File: config.mk
export PLATFORM = sky130hd
export DESIGN_NAME = panel_ctrl_top
export DESIGN_NICKNAME = d
export VERILOG_FILES = /design/src/hdl/panel_pkg.sv /design/src/hdl/panel_ctrl_top.sv /design/src/hdl/frame_buffer.sv /design/src/hdl/fill_area_walker.sv /design/src/hdl/cmd_fill_panel.sv /design/src/hdl/cmd_decoder.sv /design/src/hdl/cmd_apb_port.sv
export SDC_FILE = /design/constraint.sdc
export NUM_CORES = 2
export LEC_CHECK = 0
export CAP_MARGIN = 20
export CORE_MARGIN = 2
export CORE_UTILIZATION = 60
export CTS_CLUSTER_SIZE = 14
export DETAILED_ROUTE_END_ITERATION = 8
export DONT_BUFFER_PORTS = 1
export PLACE_DENSITY = 0.76
export REMOVE_ABC_BUFFERS = 1
export SYNTH_ARGS = -nofsm -noshare
export SYNTH_HDL_FRONTEND = slang
export SYNTH_HIERARCHICAL = 1
export SYNTH_SLANG_ARGS = --single-unit
export TNS_END_PERCENT = 20
File: constraint.sdc
create_clock -name clk -period 5.3 [get_ports clk]
set_input_delay 1.325 -clock clk [delete_from_list [all_inputs] [get_ports clk]]
set_output_delay 1.325 -clock clk [all_outputs]
set_load 0.05 [all_outputs]
File: src/hdl/panel_pkg.sv
// Panel controller shared definitions.
// Holds the panel geometry, the APB register map, the command encodings and the stage payloads.
`default_nettype none

package panel_pkg;

    localparam int PANEL_WIDTH = 16;
    localparam int PANEL_HEIGHT = 8;
    localparam int BYTES_PER_PIXEL = 2;
    localparam int FB_BYTES = PANEL_WIDTH * PANEL_HEIGHT * BYTES_PER_PIXEL;
    localparam int FB_ADDR_BITS = $clog2(FB_BYTES);
    localparam int COLOR_BITS = BYTES_PER_PIXEL * 8;

    localparam int COL_BITS = $clog2(PANEL_WIDTH);
    localparam int ROW_BITS = $clog2(PANEL_HEIGHT);
    localparam int PIXEL_SEL_BITS = $clog2(BYTES_PER_PIXEL);

    localparam int APB_ADDR_BITS = 12;
    localparam int APB_DATA_BITS = 32;

    localparam logic [APB_ADDR_BITS-1:0] ADDR_CMD = 12'h000;
    localparam logic [APB_ADDR_BITS-1:0] ADDR_STATUS = 12'h004;
    localparam logic [APB_ADDR_BITS-1:0] ADDR_FB_BASE = 12'h100; // byte n sits at base + 4n.

    localparam int STATUS_BUSY_BIT = 0;
    localparam int STATUS_READY_BIT = 1;

    typedef enum logic [7:0] {
        OP_FILL_PANEL = 8'h01,
        OP_FILL_AREA = 8'h02
    } cmd_opcode_t;

    typedef enum logic [2:0] {
        DEC_OPCODE,
        DEC_X1,
        DEC_Y1,
        DEC_WIDTH,
        DEC_HEIGHT,
        DEC_COLOR
    } decode_state_t;

    typedef enum logic [2:0] {
        FILL_CAPTURE,
        FILL_START,
        FILL_RUNNING,
        FILL_PREDONE,
        FILL_DONE
    } fill_state_t;

    typedef struct packed {
        logic [7:0] x1;
        logic [7:0] y1;
        logic [7:0] width;
        logic [7:0] height;
    } fill_region_t;

    typedef struct packed {
        fill_region_t region;
        logic [COLOR_BITS-1:0] color; // first byte received is the top byte.
    } fill_req_t;

    typedef struct packed {
        logic [FB_ADDR_BITS-1:0] addr;
        logic [7:0] data;
    } fb_write_t;

endpackage

`default_nettype wire
File: src/hdl/panel_ctrl_top.sv
// LED panel controller top level.
// Chains the APB port, decoder, fill stage, walker and frame buffer.
`timescale 1ns/1ps
`default_nettype none

module panel_ctrl_top (
    input wire clk,
    input wire reset,
    input wire psel,
    input wire penable,
    input wire pwrite,
    input wire [panel_pkg::APB_ADDR_BITS-1:0] paddr,
    input wire [panel_pkg::APB_DATA_BITS-1:0] pwdata,
    output logic [panel_pkg::APB_DATA_BITS-1:0] prdata,
    output logic pready,
    output logic pslverr,
    output logic fill_done
);
    import panel_pkg::*;

    logic byte_valid;
    logic [7:0] byte_data;
    logic byte_ready;
    logic color_valid;
    logic [7:0] color_data;
    logic color_ready;
    fill_region_t region;
    logic walk_start;
    fill_req_t req;
    logic walk_done;
    logic busy;
    logic fb_wr_valid;
    fb_write_t fb_wr;
    logic [FB_ADDR_BITS-1:0] fb_rd_addr;
    logic [7:0] fb_rd_data;

    cmd_apb_port u_apb_port (
        .clk(clk), .reset(reset),
        .psel(psel), .penable(penable), .pwrite(pwrite), .paddr(paddr), .pwdata(pwdata),
        .prdata(prdata), .pready(pready), .pslverr(pslverr),
        .byte_valid(byte_valid), .byte_data(byte_data), .byte_ready(byte_ready),
        .busy(busy), .fb_rd_addr(fb_rd_addr), .fb_rd_data(fb_rd_data)
    );

    cmd_decoder u_decoder (
        .clk(clk), .reset(reset),
        .byte_valid(byte_valid), .byte_data(byte_data), .byte_ready(byte_ready),
        .color_valid(color_valid), .color_data(color_data), .region(region),
        .color_ready(color_ready)
    );

    cmd_fill_panel u_fill_panel (
        .clk(clk), .reset(reset),
        .color_valid(color_valid), .color_data(color_data), .region(region),
        .color_ready(color_ready), .walk_start(walk_start), .req(req),
        .walk_done(walk_done), .busy(busy), .fill_done(fill_done)
    );

    fill_area_walker u_walker (
        .clk(clk), .reset(reset),
        .walk_start(walk_start), .req(req),
        .fb_wr_valid(fb_wr_valid), .fb_wr(fb_wr), .walk_done(walk_done)
    );

    frame_buffer u_frame_buffer (
        .clk(clk),
        .fb_wr_valid(fb_wr_valid), .fb_wr(fb_wr),
        .fb_rd_addr(fb_rd_addr), .fb_rd_data(fb_rd_data)
    );

endmodule

`default_nettype wire

File: src/hdl/frame_buffer.sv
// Byte-wide frame memory.
// One write port from the walker and one registered read port for the host.
`timescale 1ns/1ps
`default_nettype none

module frame_buffer (
    input wire clk,
    input wire fb_wr_valid,
    input wire panel_pkg::fb_write_t fb_wr,
    input wire [panel_pkg::FB_ADDR_BITS-1:0] fb_rd_addr,
    output logic [7:0] fb_rd_data
);
    import panel_pkg::*;

    logic [7:0] mem [FB_BYTES];

    always_ff @(posedge clk) begin
        if (fb_wr_valid) begin
            mem[fb_wr.addr] <= fb_wr.data;
        end
    end

    // read data appears one cycle after the address.
    always_ff @(posedge clk) begin
        fb_rd_data <= mem[fb_rd_addr];
    end

endmodule

`default_nettype wire

File: src/hdl/fill_area_walker.sv
// Rectangle walker.
// Clips the fill request to the panel and writes one frame-buffer byte per cycle.
`timescale 1ns/1ps
`default_nettype none

module fill_area_walker (
    input wire clk,
    input wire reset,
    input wire walk_start,
    input wire panel_pkg::fill_req_t req,
    output logic fb_wr_valid,
    output panel_pkg::fb_write_t fb_wr,
    output logic walk_done
);
    import panel_pkg::*;

    logic [8:0] x_end;
    logic [8:0] y_end;
    logic [8:0] x_stop;
    logic [8:0] y_stop;
    logic empty;
    logic active;
    logic last_k;
    logic last_col;
    logic last_row;
    logic [PIXEL_SEL_BITS-1:0] k;
    logic [COL_BITS-1:0] col;
    logic [COL_BITS-1:0] col_first;
    logic [COL_BITS-1:0] col_last;
    logic [ROW_BITS-1:0] row;
    logic [ROW_BITS-1:0] row_last;
    logic [COLOR_BITS-1:0] color;

    assign x_end = {1'b0, req.region.x1} + {1'b0, req.region.width};
    assign y_end = {1'b0, req.region.y1} + {1'b0, req.region.height};
    assign x_stop = (x_end > 9'(PANEL_WIDTH)) ? 9'(PANEL_WIDTH) : x_end;
    assign y_stop = (y_end > 9'(PANEL_HEIGHT)) ? 9'(PANEL_HEIGHT) : y_end;
    assign empty = (req.region.x1 >= 8'(PANEL_WIDTH)) || (req.region.y1 >= 8'(PANEL_HEIGHT)) ||
                   (req.region.width == '0) || (req.region.height == '0);

    assign last_k = (k == PIXEL_SEL_BITS'(BYTES_PER_PIXEL - 1));
    assign last_col = (col == col_last);
    assign last_row = (row == row_last);

    assign fb_wr_valid = active;

    always_comb begin
        fb_wr.addr = FB_ADDR_BITS'((row * PANEL_WIDTH + col) * BYTES_PER_PIXEL + k);
        fb_wr.data = color[COLOR_BITS - 8 - 8 * k +: 8]; // k of 0 takes the top byte.
    end

    always_ff @(posedge clk) begin
        if (reset) begin
            active <= 1'b0;
            walk_done <= 1'b0;
        end else begin
            walk_done <= 1'b0;
            if (walk_start) begin
                active <= !empty;
                walk_done <= empty; // nothing to write, so finish right away.
            end else if (active && last_k && last_col && last_row) begin
                active <= 1'b0;
                walk_done <= 1'b1;
            end
        end
    end

    always_ff @(posedge clk) begin
        if (walk_start) begin
            k <= '0;
            col <= COL_BITS'(req.region.x1);
            col_first <= COL_BITS'(req.region.x1);
            col_last <= COL_BITS'(x_stop - 9'd1);
            row <= ROW_BITS'(req.region.y1);
            row_last <= ROW_BITS'(y_stop - 9'd1);
            color <= req.color;
        end else if (active) begin
            k <= k + 1'b1;
            if (last_k) begin
                k <= '0;
                if (last_col) begin
                    col <= col_first;
                    row <= row + 1'b1;
                end else begin
                    col <= col + 1'b1;
                end
            end
        end
    end

endmodule

`default_nettype wire

File: src/hdl/cmd_fill_panel.sv
// Colour capture and fill launch stage.
// Gathers the colour bytes, starts the area walk and pulses fill_done when it has finished.
`timescale 1ns/1ps
`default_nettype none

module cmd_fill_panel (
    input wire clk,
    input wire reset,
    input wire color_valid,
    input wire [7:0] color_data,
    input wire panel_pkg::fill_region_t region,
    output logic color_ready,
    output logic walk_start,
    output panel_pkg::fill_req_t req,
    input wire walk_done,
    output logic busy,
    output logic fill_done
);
    import panel_pkg::*;

    fill_state_t state;
    logic [PIXEL_SEL_BITS-1:0] bytes_left;
    logic done_level;
    logic done_q;

    assign color_ready = (state == FILL_CAPTURE);
    assign walk_start = (state == FILL_START);
    assign busy = (state != FILL_CAPTURE);
    assign fill_done = done_level && !done_q; // rising edge of the done level.

    always_ff @(posedge clk) begin
        if (reset) begin
            state <= FILL_CAPTURE;
            bytes_left <= PIXEL_SEL_BITS'(BYTES_PER_PIXEL - 1);
            done_level <= 1'b0;
            done_q <= 1'b0;
        end else begin
            done_q <= done_level;
            case (state)
                FILL_CAPTURE: begin
                    if (color_valid) begin
                        if (bytes_left == '0) begin
                            bytes_left <= PIXEL_SEL_BITS'(BYTES_PER_PIXEL - 1);
                            state <= FILL_START;
                        end else begin
                            bytes_left <= bytes_left - 1'b1;
                        end
                    end
                end
                FILL_START: state <= FILL_RUNNING;
                FILL_RUNNING: begin
                    if (walk_done) begin
                        state <= FILL_PREDONE;
                    end
                end
                FILL_PREDONE: begin
                    done_level <= 1'b1;
                    state <= FILL_DONE;
                end
                FILL_DONE: begin
                    done_level <= 1'b0;
                    state <= FILL_CAPTURE;
                end
                default: state <= FILL_CAPTURE;
            endcase
        end
    end

    // colour fills from the top byte down as the count falls.
    always_ff @(posedge clk) begin
        if (color_valid && color_ready) begin
            req.color[{bytes_left, 3'b000} +: 8] <= color_data;
            req.region <= region;
        end
    end

endmodule

`default_nettype wire

File: src/hdl/cmd_decoder.sv
// Command decoder.
// Parses opcodes and FILL_AREA geometry, then passes the colour bytes on to the fill stage.
`timescale 1ns/1ps
`default_nettype none

module cmd_decoder (
    input wire clk,
    input wire reset,
    input wire byte_valid,
    input wire [7:0] byte_data,
    output logic byte_ready,
    output logic color_valid,
    output logic [7:0] color_data,
    output panel_pkg::fill_region_t region,
    input wire color_ready
);
    import panel_pkg::*;

    decode_state_t state;
    logic [PIXEL_SEL_BITS-1:0] color_count;
    logic byte_fire;

    assign byte_ready = (state == DEC_COLOR) ? color_ready : 1'b1;
    assign color_valid = (state == DEC_COLOR) && byte_valid;
    assign color_data = byte_data;
    assign byte_fire = byte_valid && byte_ready;

    always_ff @(posedge clk) begin
        if (reset) begin
            state <= DEC_OPCODE;
            color_count <= '0;
        end else if (byte_fire) begin
            case (state)
                DEC_OPCODE: begin
                    color_count <= '0;
                    case (cmd_opcode_t'(byte_data))
                        OP_FILL_PANEL: state <= DEC_COLOR;
                        OP_FILL_AREA: state <= DEC_X1;
                        default: state <= DEC_OPCODE; // unknown bytes are dropped.
                    endcase
                end
                DEC_X1: state <= DEC_Y1;
                DEC_Y1: state <= DEC_WIDTH;
                DEC_WIDTH: state <= DEC_HEIGHT;
                DEC_HEIGHT: state <= DEC_COLOR;
                DEC_COLOR: begin
                    color_count <= color_count + 1'b1;
                    if (color_count == PIXEL_SEL_BITS'(BYTES_PER_PIXEL - 1)) begin
                        state <= DEC_OPCODE;
                    end
                end
                default: state <= DEC_OPCODE;
            endcase
        end
    end

    // the region only changes outside DEC_COLOR, so it is stable while colour bytes flow.
    always_ff @(posedge clk) begin
        if (byte_fire) begin
            case (state)
                DEC_OPCODE: begin
                    if (cmd_opcode_t'(byte_data) == OP_FILL_PANEL) begin
                        region <= '{x1: 8'd0, y1: 8'd0,
                                    width: 8'(PANEL_WIDTH), height: 8'(PANEL_HEIGHT)};
                    end
                end
                DEC_X1: region.x1 <= byte_data;
                DEC_Y1: region.y1 <= byte_data;
                DEC_WIDTH: region.width <= byte_data;
                DEC_HEIGHT: region.height <= byte_data;
                default: region <= region;
            endcase
        end
    end

endmodule

`default_nettype wire

File: src/hdl/cmd_apb_port.sv
// APB slave of the panel controller.
// Feeds command bytes to the decoder and answers status and frame-buffer reads.
`timescale 1ns/1ps
`default_nettype none

module cmd_apb_port (
    input wire clk,
    input wire reset,
    input wire psel,
    input wire penable,
    input wire pwrite,
    input wire [panel_pkg::APB_ADDR_BITS-1:0] paddr,
    input wire [panel_pkg::APB_DATA_BITS-1:0] pwdata,
    output logic [panel_pkg::APB_DATA_BITS-1:0] prdata,
    output logic pready,
    output logic pslverr,
    output logic byte_valid,
    output logic [7:0] byte_data,
    input wire byte_ready,
    input wire busy,
    output logic [panel_pkg::FB_ADDR_BITS-1:0] fb_rd_addr,
    input wire [7:0] fb_rd_data
);
    import panel_pkg::*;

    logic access;
    logic is_cmd;
    logic is_status;
    logic is_fb;
    logic [APB_ADDR_BITS-1:0] fb_offset;
    logic fb_wait;

    assign access = psel && penable;
    assign is_cmd = (paddr == ADDR_CMD);
    assign is_status = (paddr == ADDR_STATUS);

    // offsets from 0x400 upward lie past the last buffer byte.
    assign fb_offset = paddr - ADDR_FB_BASE;
    assign is_fb = (paddr >= ADDR_FB_BASE) &&
                   (fb_offset[APB_ADDR_BITS-1:FB_ADDR_BITS+2] == '0);
    assign fb_rd_addr = fb_offset[FB_ADDR_BITS+1:2];

    assign byte_valid = access && pwrite && is_cmd;
    assign byte_data = pwdata[7:0];

    always_comb begin
        pready = 1'b0;
        pslverr = 1'b0;
        prdata = '0;
        if (access) begin
            if (pwrite) begin
                if (is_cmd) begin
                    pready = byte_ready; // wait states until the decoder takes the byte.
                end else begin
                    pready = 1'b1;
                    pslverr = 1'b1;
                end
            end else if (is_status) begin
                pready = 1'b1;
                prdata[STATUS_BUSY_BIT] = busy;
                prdata[STATUS_READY_BIT] = byte_ready;
            end else if (is_fb) begin
                pready = fb_wait;
                prdata[7:0] = fb_rd_data;
            end else begin
                pready = 1'b1;
                pslverr = 1'b1;
            end
        end
    end

    // high in the second access cycle of a buffer read, once the memory output is valid.
    always_ff @(posedge clk) begin
        if (reset) begin
            fb_wait <= 1'b0;
        end else begin
            fb_wait <= access && !pwrite && is_fb && !fb_wait;
        end
    end

endmodule

`default_nettype wire

==> results <==
- The path class of the lowest-slack min-delay path is flip-flop to flip-flop.
- The number of buffers and inverters on the critical path is 4.
- The share of layout cells above drive strength 1 is 0.200.
- The distinct cell type count after synthesis is 92.
- In the final design database the tool counted 4349 nets.
- The sort of element at the end of the critical path is a primary output.
- Of the total synthesized cell area, the portion taken by AND, OR, NAND and NOR gates is 0.0375.
- For the worst setup path, the data arrival time is 3.72 ns.
- The post-synth design cell area is 86000 um^2.
- The number of routed nets with antenna violations is 0.
- The total overflow left after global routing is 0.
- Walking the worst path, the cells encountered are buf_16 -> buf_16 -> buf_16 -> nand4_2 -> nand2_2 -> nor3_2 -> buf_4.
- The congestion estimate from routability-driven global placement came to 0.833.
- The post-synthesis async set-or-reset flop share is 0.
- Counting along the longest clock path gives a buffer depth of 3.
- Summing all placed instances gives a cell area of 87400 um^2.
- The total of endpoints with negative setup slack in the final report is 0.
- Of all cell types, the one taking the most synthesized area is sky130_fd_sc_hd__edfxtp_1.
- After floorplanning, the core was sized to cover 142000 um^2.
- The iteration count of the initial detailed-routing pass is 6.
- For this run, the leading register cell type out of synthesis is sky130_fd_sc_hd__edfxtp_1.
- The power per standard cell area is 377 nW/um^2.
- The critical path in this run is classified as input port to primary output.
- The maximum cell stage delay along the critical path is 0.41 ns.
- The highest net fanout along the worst path is 81.
- The mean post-synth cell area is 20.2 um^2.
- The number of port buffers is 0.
- In this run the static leakage power is 29.1 nW.
- Of the available clock period, the critical path in the final layout requires 0.951.
- The pin count of the biggest net entering global routing is 582.
- The routed design has 199000 um of wire.
- The cell class contributing the biggest share of worst-path delay is buffers and inverters.
- The leading cell type by number of instances after synthesis is sky130_fd_sc_hd__edfxtp_1.
- The fraction of the mapped netlist area in adder cells is 0.00366.
- The worst path needs 5.04 ns of the cycle, external delays included.
- In this run the core area contains 138 standard-cell rows.
- The final hold violation count was 0.
- In the post-synthesis netlist, the biggest area contributors are sky130_fd_sc_hd__edfxtp_1 (75%), sky130_fd_sc_hd__mux4_2 (12%), sky130_fd_sc_hd__mux2i_1 (1.6%).
- The die height is 383 um.
- The compound-cell area share of the yosys netlist was 0.0370.
- The number of slew-limit violations in the final report came to 0.
- The post-route DRC violation count is 0.
- The number of global-route vias before repair is 42878.
- The synthesized instance count is 4251.
- For this block, the initial DRC count from the detailed router was 6296.
- Setup total negative slack on the finished layout was measured at 0 ns.
- The initial antenna violation count is 3.
- TritonCTS built the clock tree.
- The area share of the leading cell type in the synthesized netlist is 0.755.
- The die covers 146000 um^2.
- Summed over all nets, the half-perimeter wirelength after detailed placement is 109000 um.
- The later pin in the worst-skew pair is clocked with a latency of 0.83 ns.
- The number of clock buffers inserted by TritonCTS is 204.
- After synthesis, the most frequently instantiated cells are sky130_fd_sc_hd__edfxtp_1 (2162), sky130_fd_sc_hd__mux4_2 (454), sky130_fd_sc_hd__nor2_1 (299), sky130_fd_sc_hd__mux2i_1 (137), sky130_fd_sc_hd__a22oi_1 (134).
- The floorplan step set the die width to 383 um.
- The post-synthesis share of cell area spent on xor and xnor gates is 0.00204.
- After synthesis the netlist holds a flip-flop and latch count of 2184.
- The clock net in this run drives a total of 2184 sinks.
- STA classifies the critical path startpoint as an input port.
- Setup repair after global routing left no endpoint under its margin.
- The multiplexer area fraction after synthesis is 0.137.
- The clock edge transition at the registers on the reported setup and hold paths is 0.06 ns.
- The worst-path cell with the longest stage delay is sky130_fd_sc_hd__buf_16.
- In the global route stage, overall resource usage came out at 0.270.
- The run finished with clean final reports.
- The worst ir drop on vdd is 0.326 mV.
- The maximum operating frequency is 198 MHz.
- At the end of the flow the core is filled with cells to 0.664.
- The total of warnings raised by yosys is 6.
- The remaining max-slew budget at the tightest pin is 0.0342.
- The area of all placed cells without fillers is 94200 um^2.
- The area growth from synthesis to layout is 9.50%.
- After synthesis, the largest family of logic cells by area is multiplexers.
- The initial core utilization is 0.606.
- The slew at the pin closest to its max-slew limit is 1.45 ns.
- The routed length per instance is 31.4 um.
- The number of max-cap violations is 0.
- The number of buffers inserted to repair setup after CTS is 0.
- Counting stages on the worst path, the most repeated cell is sky130_fd_sc_hd__buf_16.
- The global-route wire length before repair is 287000 um.
- The top-level port count is 84.
- The number of flops mapped to enable cells by yosys is 2162.
- The sequential-to-total area share from yosys stat is 0.760.
- The H-tree level count is 4.
- The tree is rooted in a sky130_fd_sc_hd__clkbuf_16.
- The detail-routed via count per cell is 6.85.
- The detailed router placed 43489 vias in this run.
- The critical path data required time is 3.97 ns.
- Clock skew on the completed layout was measured at 0.0361 ns.
- Post-CTS repair changed the size of 0 cells.
==> routing by layer <==
layer,track usage,part of all wire,vias up
met1,0.384,0.37,22584
met5,0,0,-
met2,0.417,0.48,2920
met3,0.0638,0.12,427
met4,0.0962,0.034,0
li1,-,-,17558
==> layout by cell type (no fill, tap or decap), types with 7 or more instances in the layout <==
| cell | instances |
|---|---|
| sky130_fd_sc_hd__edfxtp_1 | 2162 |
| sky130_fd_sc_hd__mux4_2 | 454 |
| sky130_fd_sc_hd__nor2_1 | 296 |
| sky130_fd_sc_hd__clkbuf_16 | 211 |
| sky130_fd_sc_hd__mux2i_1 | 137 |
| sky130_fd_sc_hd__a22oi_1 | 134 |
| sky130_fd_sc_hd__a21oi_1 | 111 |
| sky130_fd_sc_hd__buf_4 | 77 |
| sky130_fd_sc_hd__nand2_1 | 54 |
| sky130_fd_sc_hd__clkbuf_1 | 49 |
| sky130_fd_sc_hd__o221ai_1 | 47 |
| sky130_fd_sc_hd__clkinv_2 | 46 |
| sky130_fd_sc_hd__nand3_1 | 46 |
| sky130_fd_sc_hd__clkinv_1 | 45 |
| sky130_fd_sc_hd__nor2b_1 | 42 |
| sky130_fd_sc_hd__and2_1 | 37 |
| sky130_fd_sc_hd__nor4_1 | 33 |
| sky130_fd_sc_hd__nor3_1 | 32 |
| sky130_fd_sc_hd__o22ai_1 | 31 |
| sky130_fd_sc_hd__inv_1 | 26 |
| sky130_fd_sc_hd__o21ai_0 | 24 |
| sky130_fd_sc_hd__conb_1 | 24 |
| sky130_fd_sc_hd__ha_1 | 22 |
| sky130_fd_sc_hd__dfxtp_1 | 22 |
| sky130_fd_sc_hd__a211oi_1 | 20 |
| sky130_fd_sc_hd__bufinv_16 | 17 |
| sky130_fd_sc_hd__nand4_1 | 16 |
| sky130_fd_sc_hd__a221oi_1 | 14 |
| sky130_fd_sc_hd__o211ai_1 | 13 |
| sky130_fd_sc_hd__nand2b_1 | 12 |
| sky130_fd_sc_hd__xnor2_1 | 12 |
| sky130_fd_sc_hd__and3_1 | 9 |
| sky130_fd_sc_hd__xor2_1 | 8 |
| sky130_fd_sc_hd__a22o_1 | 8 |
| sky130_fd_sc_hd__mux2_8 | 8 |
| sky130_fd_sc_hd__nor3_2 | 7 |
| sky130_fd_sc_hd__nand3b_1 | 7 |
==> layout make-up <==
type | instances | area (um^2)
repair buffers | 91 | 903
multi-input cells | 1767 | 18900
clock buffers | 260 | 5420
clock inverters | 123 | 1120
diodes | 5 | 12.5
fillers | 8785 | 47700
inverters | 28 | 105
flip-flops and latches | 2184 | 65400
well taps | 1890 | 2360
==> power breakdown <==
part | leakage (nW) | internal (W) | switching [W]
Combinational | 6.37 | 0.000574 | 0.00124
Sequential | 19.5 | 0.0193 | 0.0000389
Clock | 3.21 | 0.00806 | 0.00623
==> per-stage QoR <==
| step | hold WS [ns] | cells | power [W] | setup slack, ns |
|---|---|---|---|---|
| global placement | 0.402 | 5951 | 0.0213 | 0.612 |
| detailed placement | 0.405 | 5951 | 0.0214 | 0.733 |
| finish | 0.417 | 6348 | 0.0355 | 0.259 |
| global route | 0.422 | 6343 | 0.0364 | 0.0586 |
| CTS | 0.418 | 6334 | 0.0354 | 0.756 |
| floorplan | 0.399 | 3979 | 0.0207 | 0.589 |
==> state kept, by name (all words and copies together), names as in the netlist, 3 cells and up <==
signal,flops
u_walker/col_first,4
u_walker/row_last,3
u_decoder/region,32
u_walker/col_last,4
u_frame_buffer/mem,2048
u_frame_buffer/fb_rd_data,8
u_walker/col,4
u_walker/color,16
u_decoder/state,3
u_walker/row,3
u_fill_panel/state,3
u_fill_panel/req,48
==> timing repair <==
action | 4_1_cts | 5_1_grt
hold endpoints to repair | 0 | 0
hold buffers | 0 | 0
endpoints found under the setup margin | 0 | 15
==> kinds of logic after synthesis <==
| family | count (synthesis) |
|---|---|
| other | 1 |
| flip-flops | 2184 |
| AND/OR/NAND/NOR | 642 |
| XOR/XNOR | 20 |
| adder cells (fa/ha/maj) | 24 |
| buffers and inverters | 323 |
| multiplexers | 604 |
| AO/OA/AOI/OAI | 453 |
==> path summary, 6_finish.rpt <==
check	startpoint	to	slack, ns	cells after the start
hold reg to reg	u_decoder/region[28]	u_fill_panel/req[44]	0.42	0
setup reg to reg	u_walker/col[2]	u_frame_buffer/mem[107][2]	1.33	4
hold / removal	u_decoder/region[28]	u_fill_panel/req[44]	0.42	0
setup / recovery	paddr[2]	prdata[5]	0.26	7
==> worst register-to-register path, delay by kind of cell (launching register included) <==
kind                   cells  cell delay (ns)
buffers and inverters      1             0.61
DFF                        1             0.73
and+or+nand+nor            3             2.23
No activity file was read; power rests on OpenSTA's default activity.
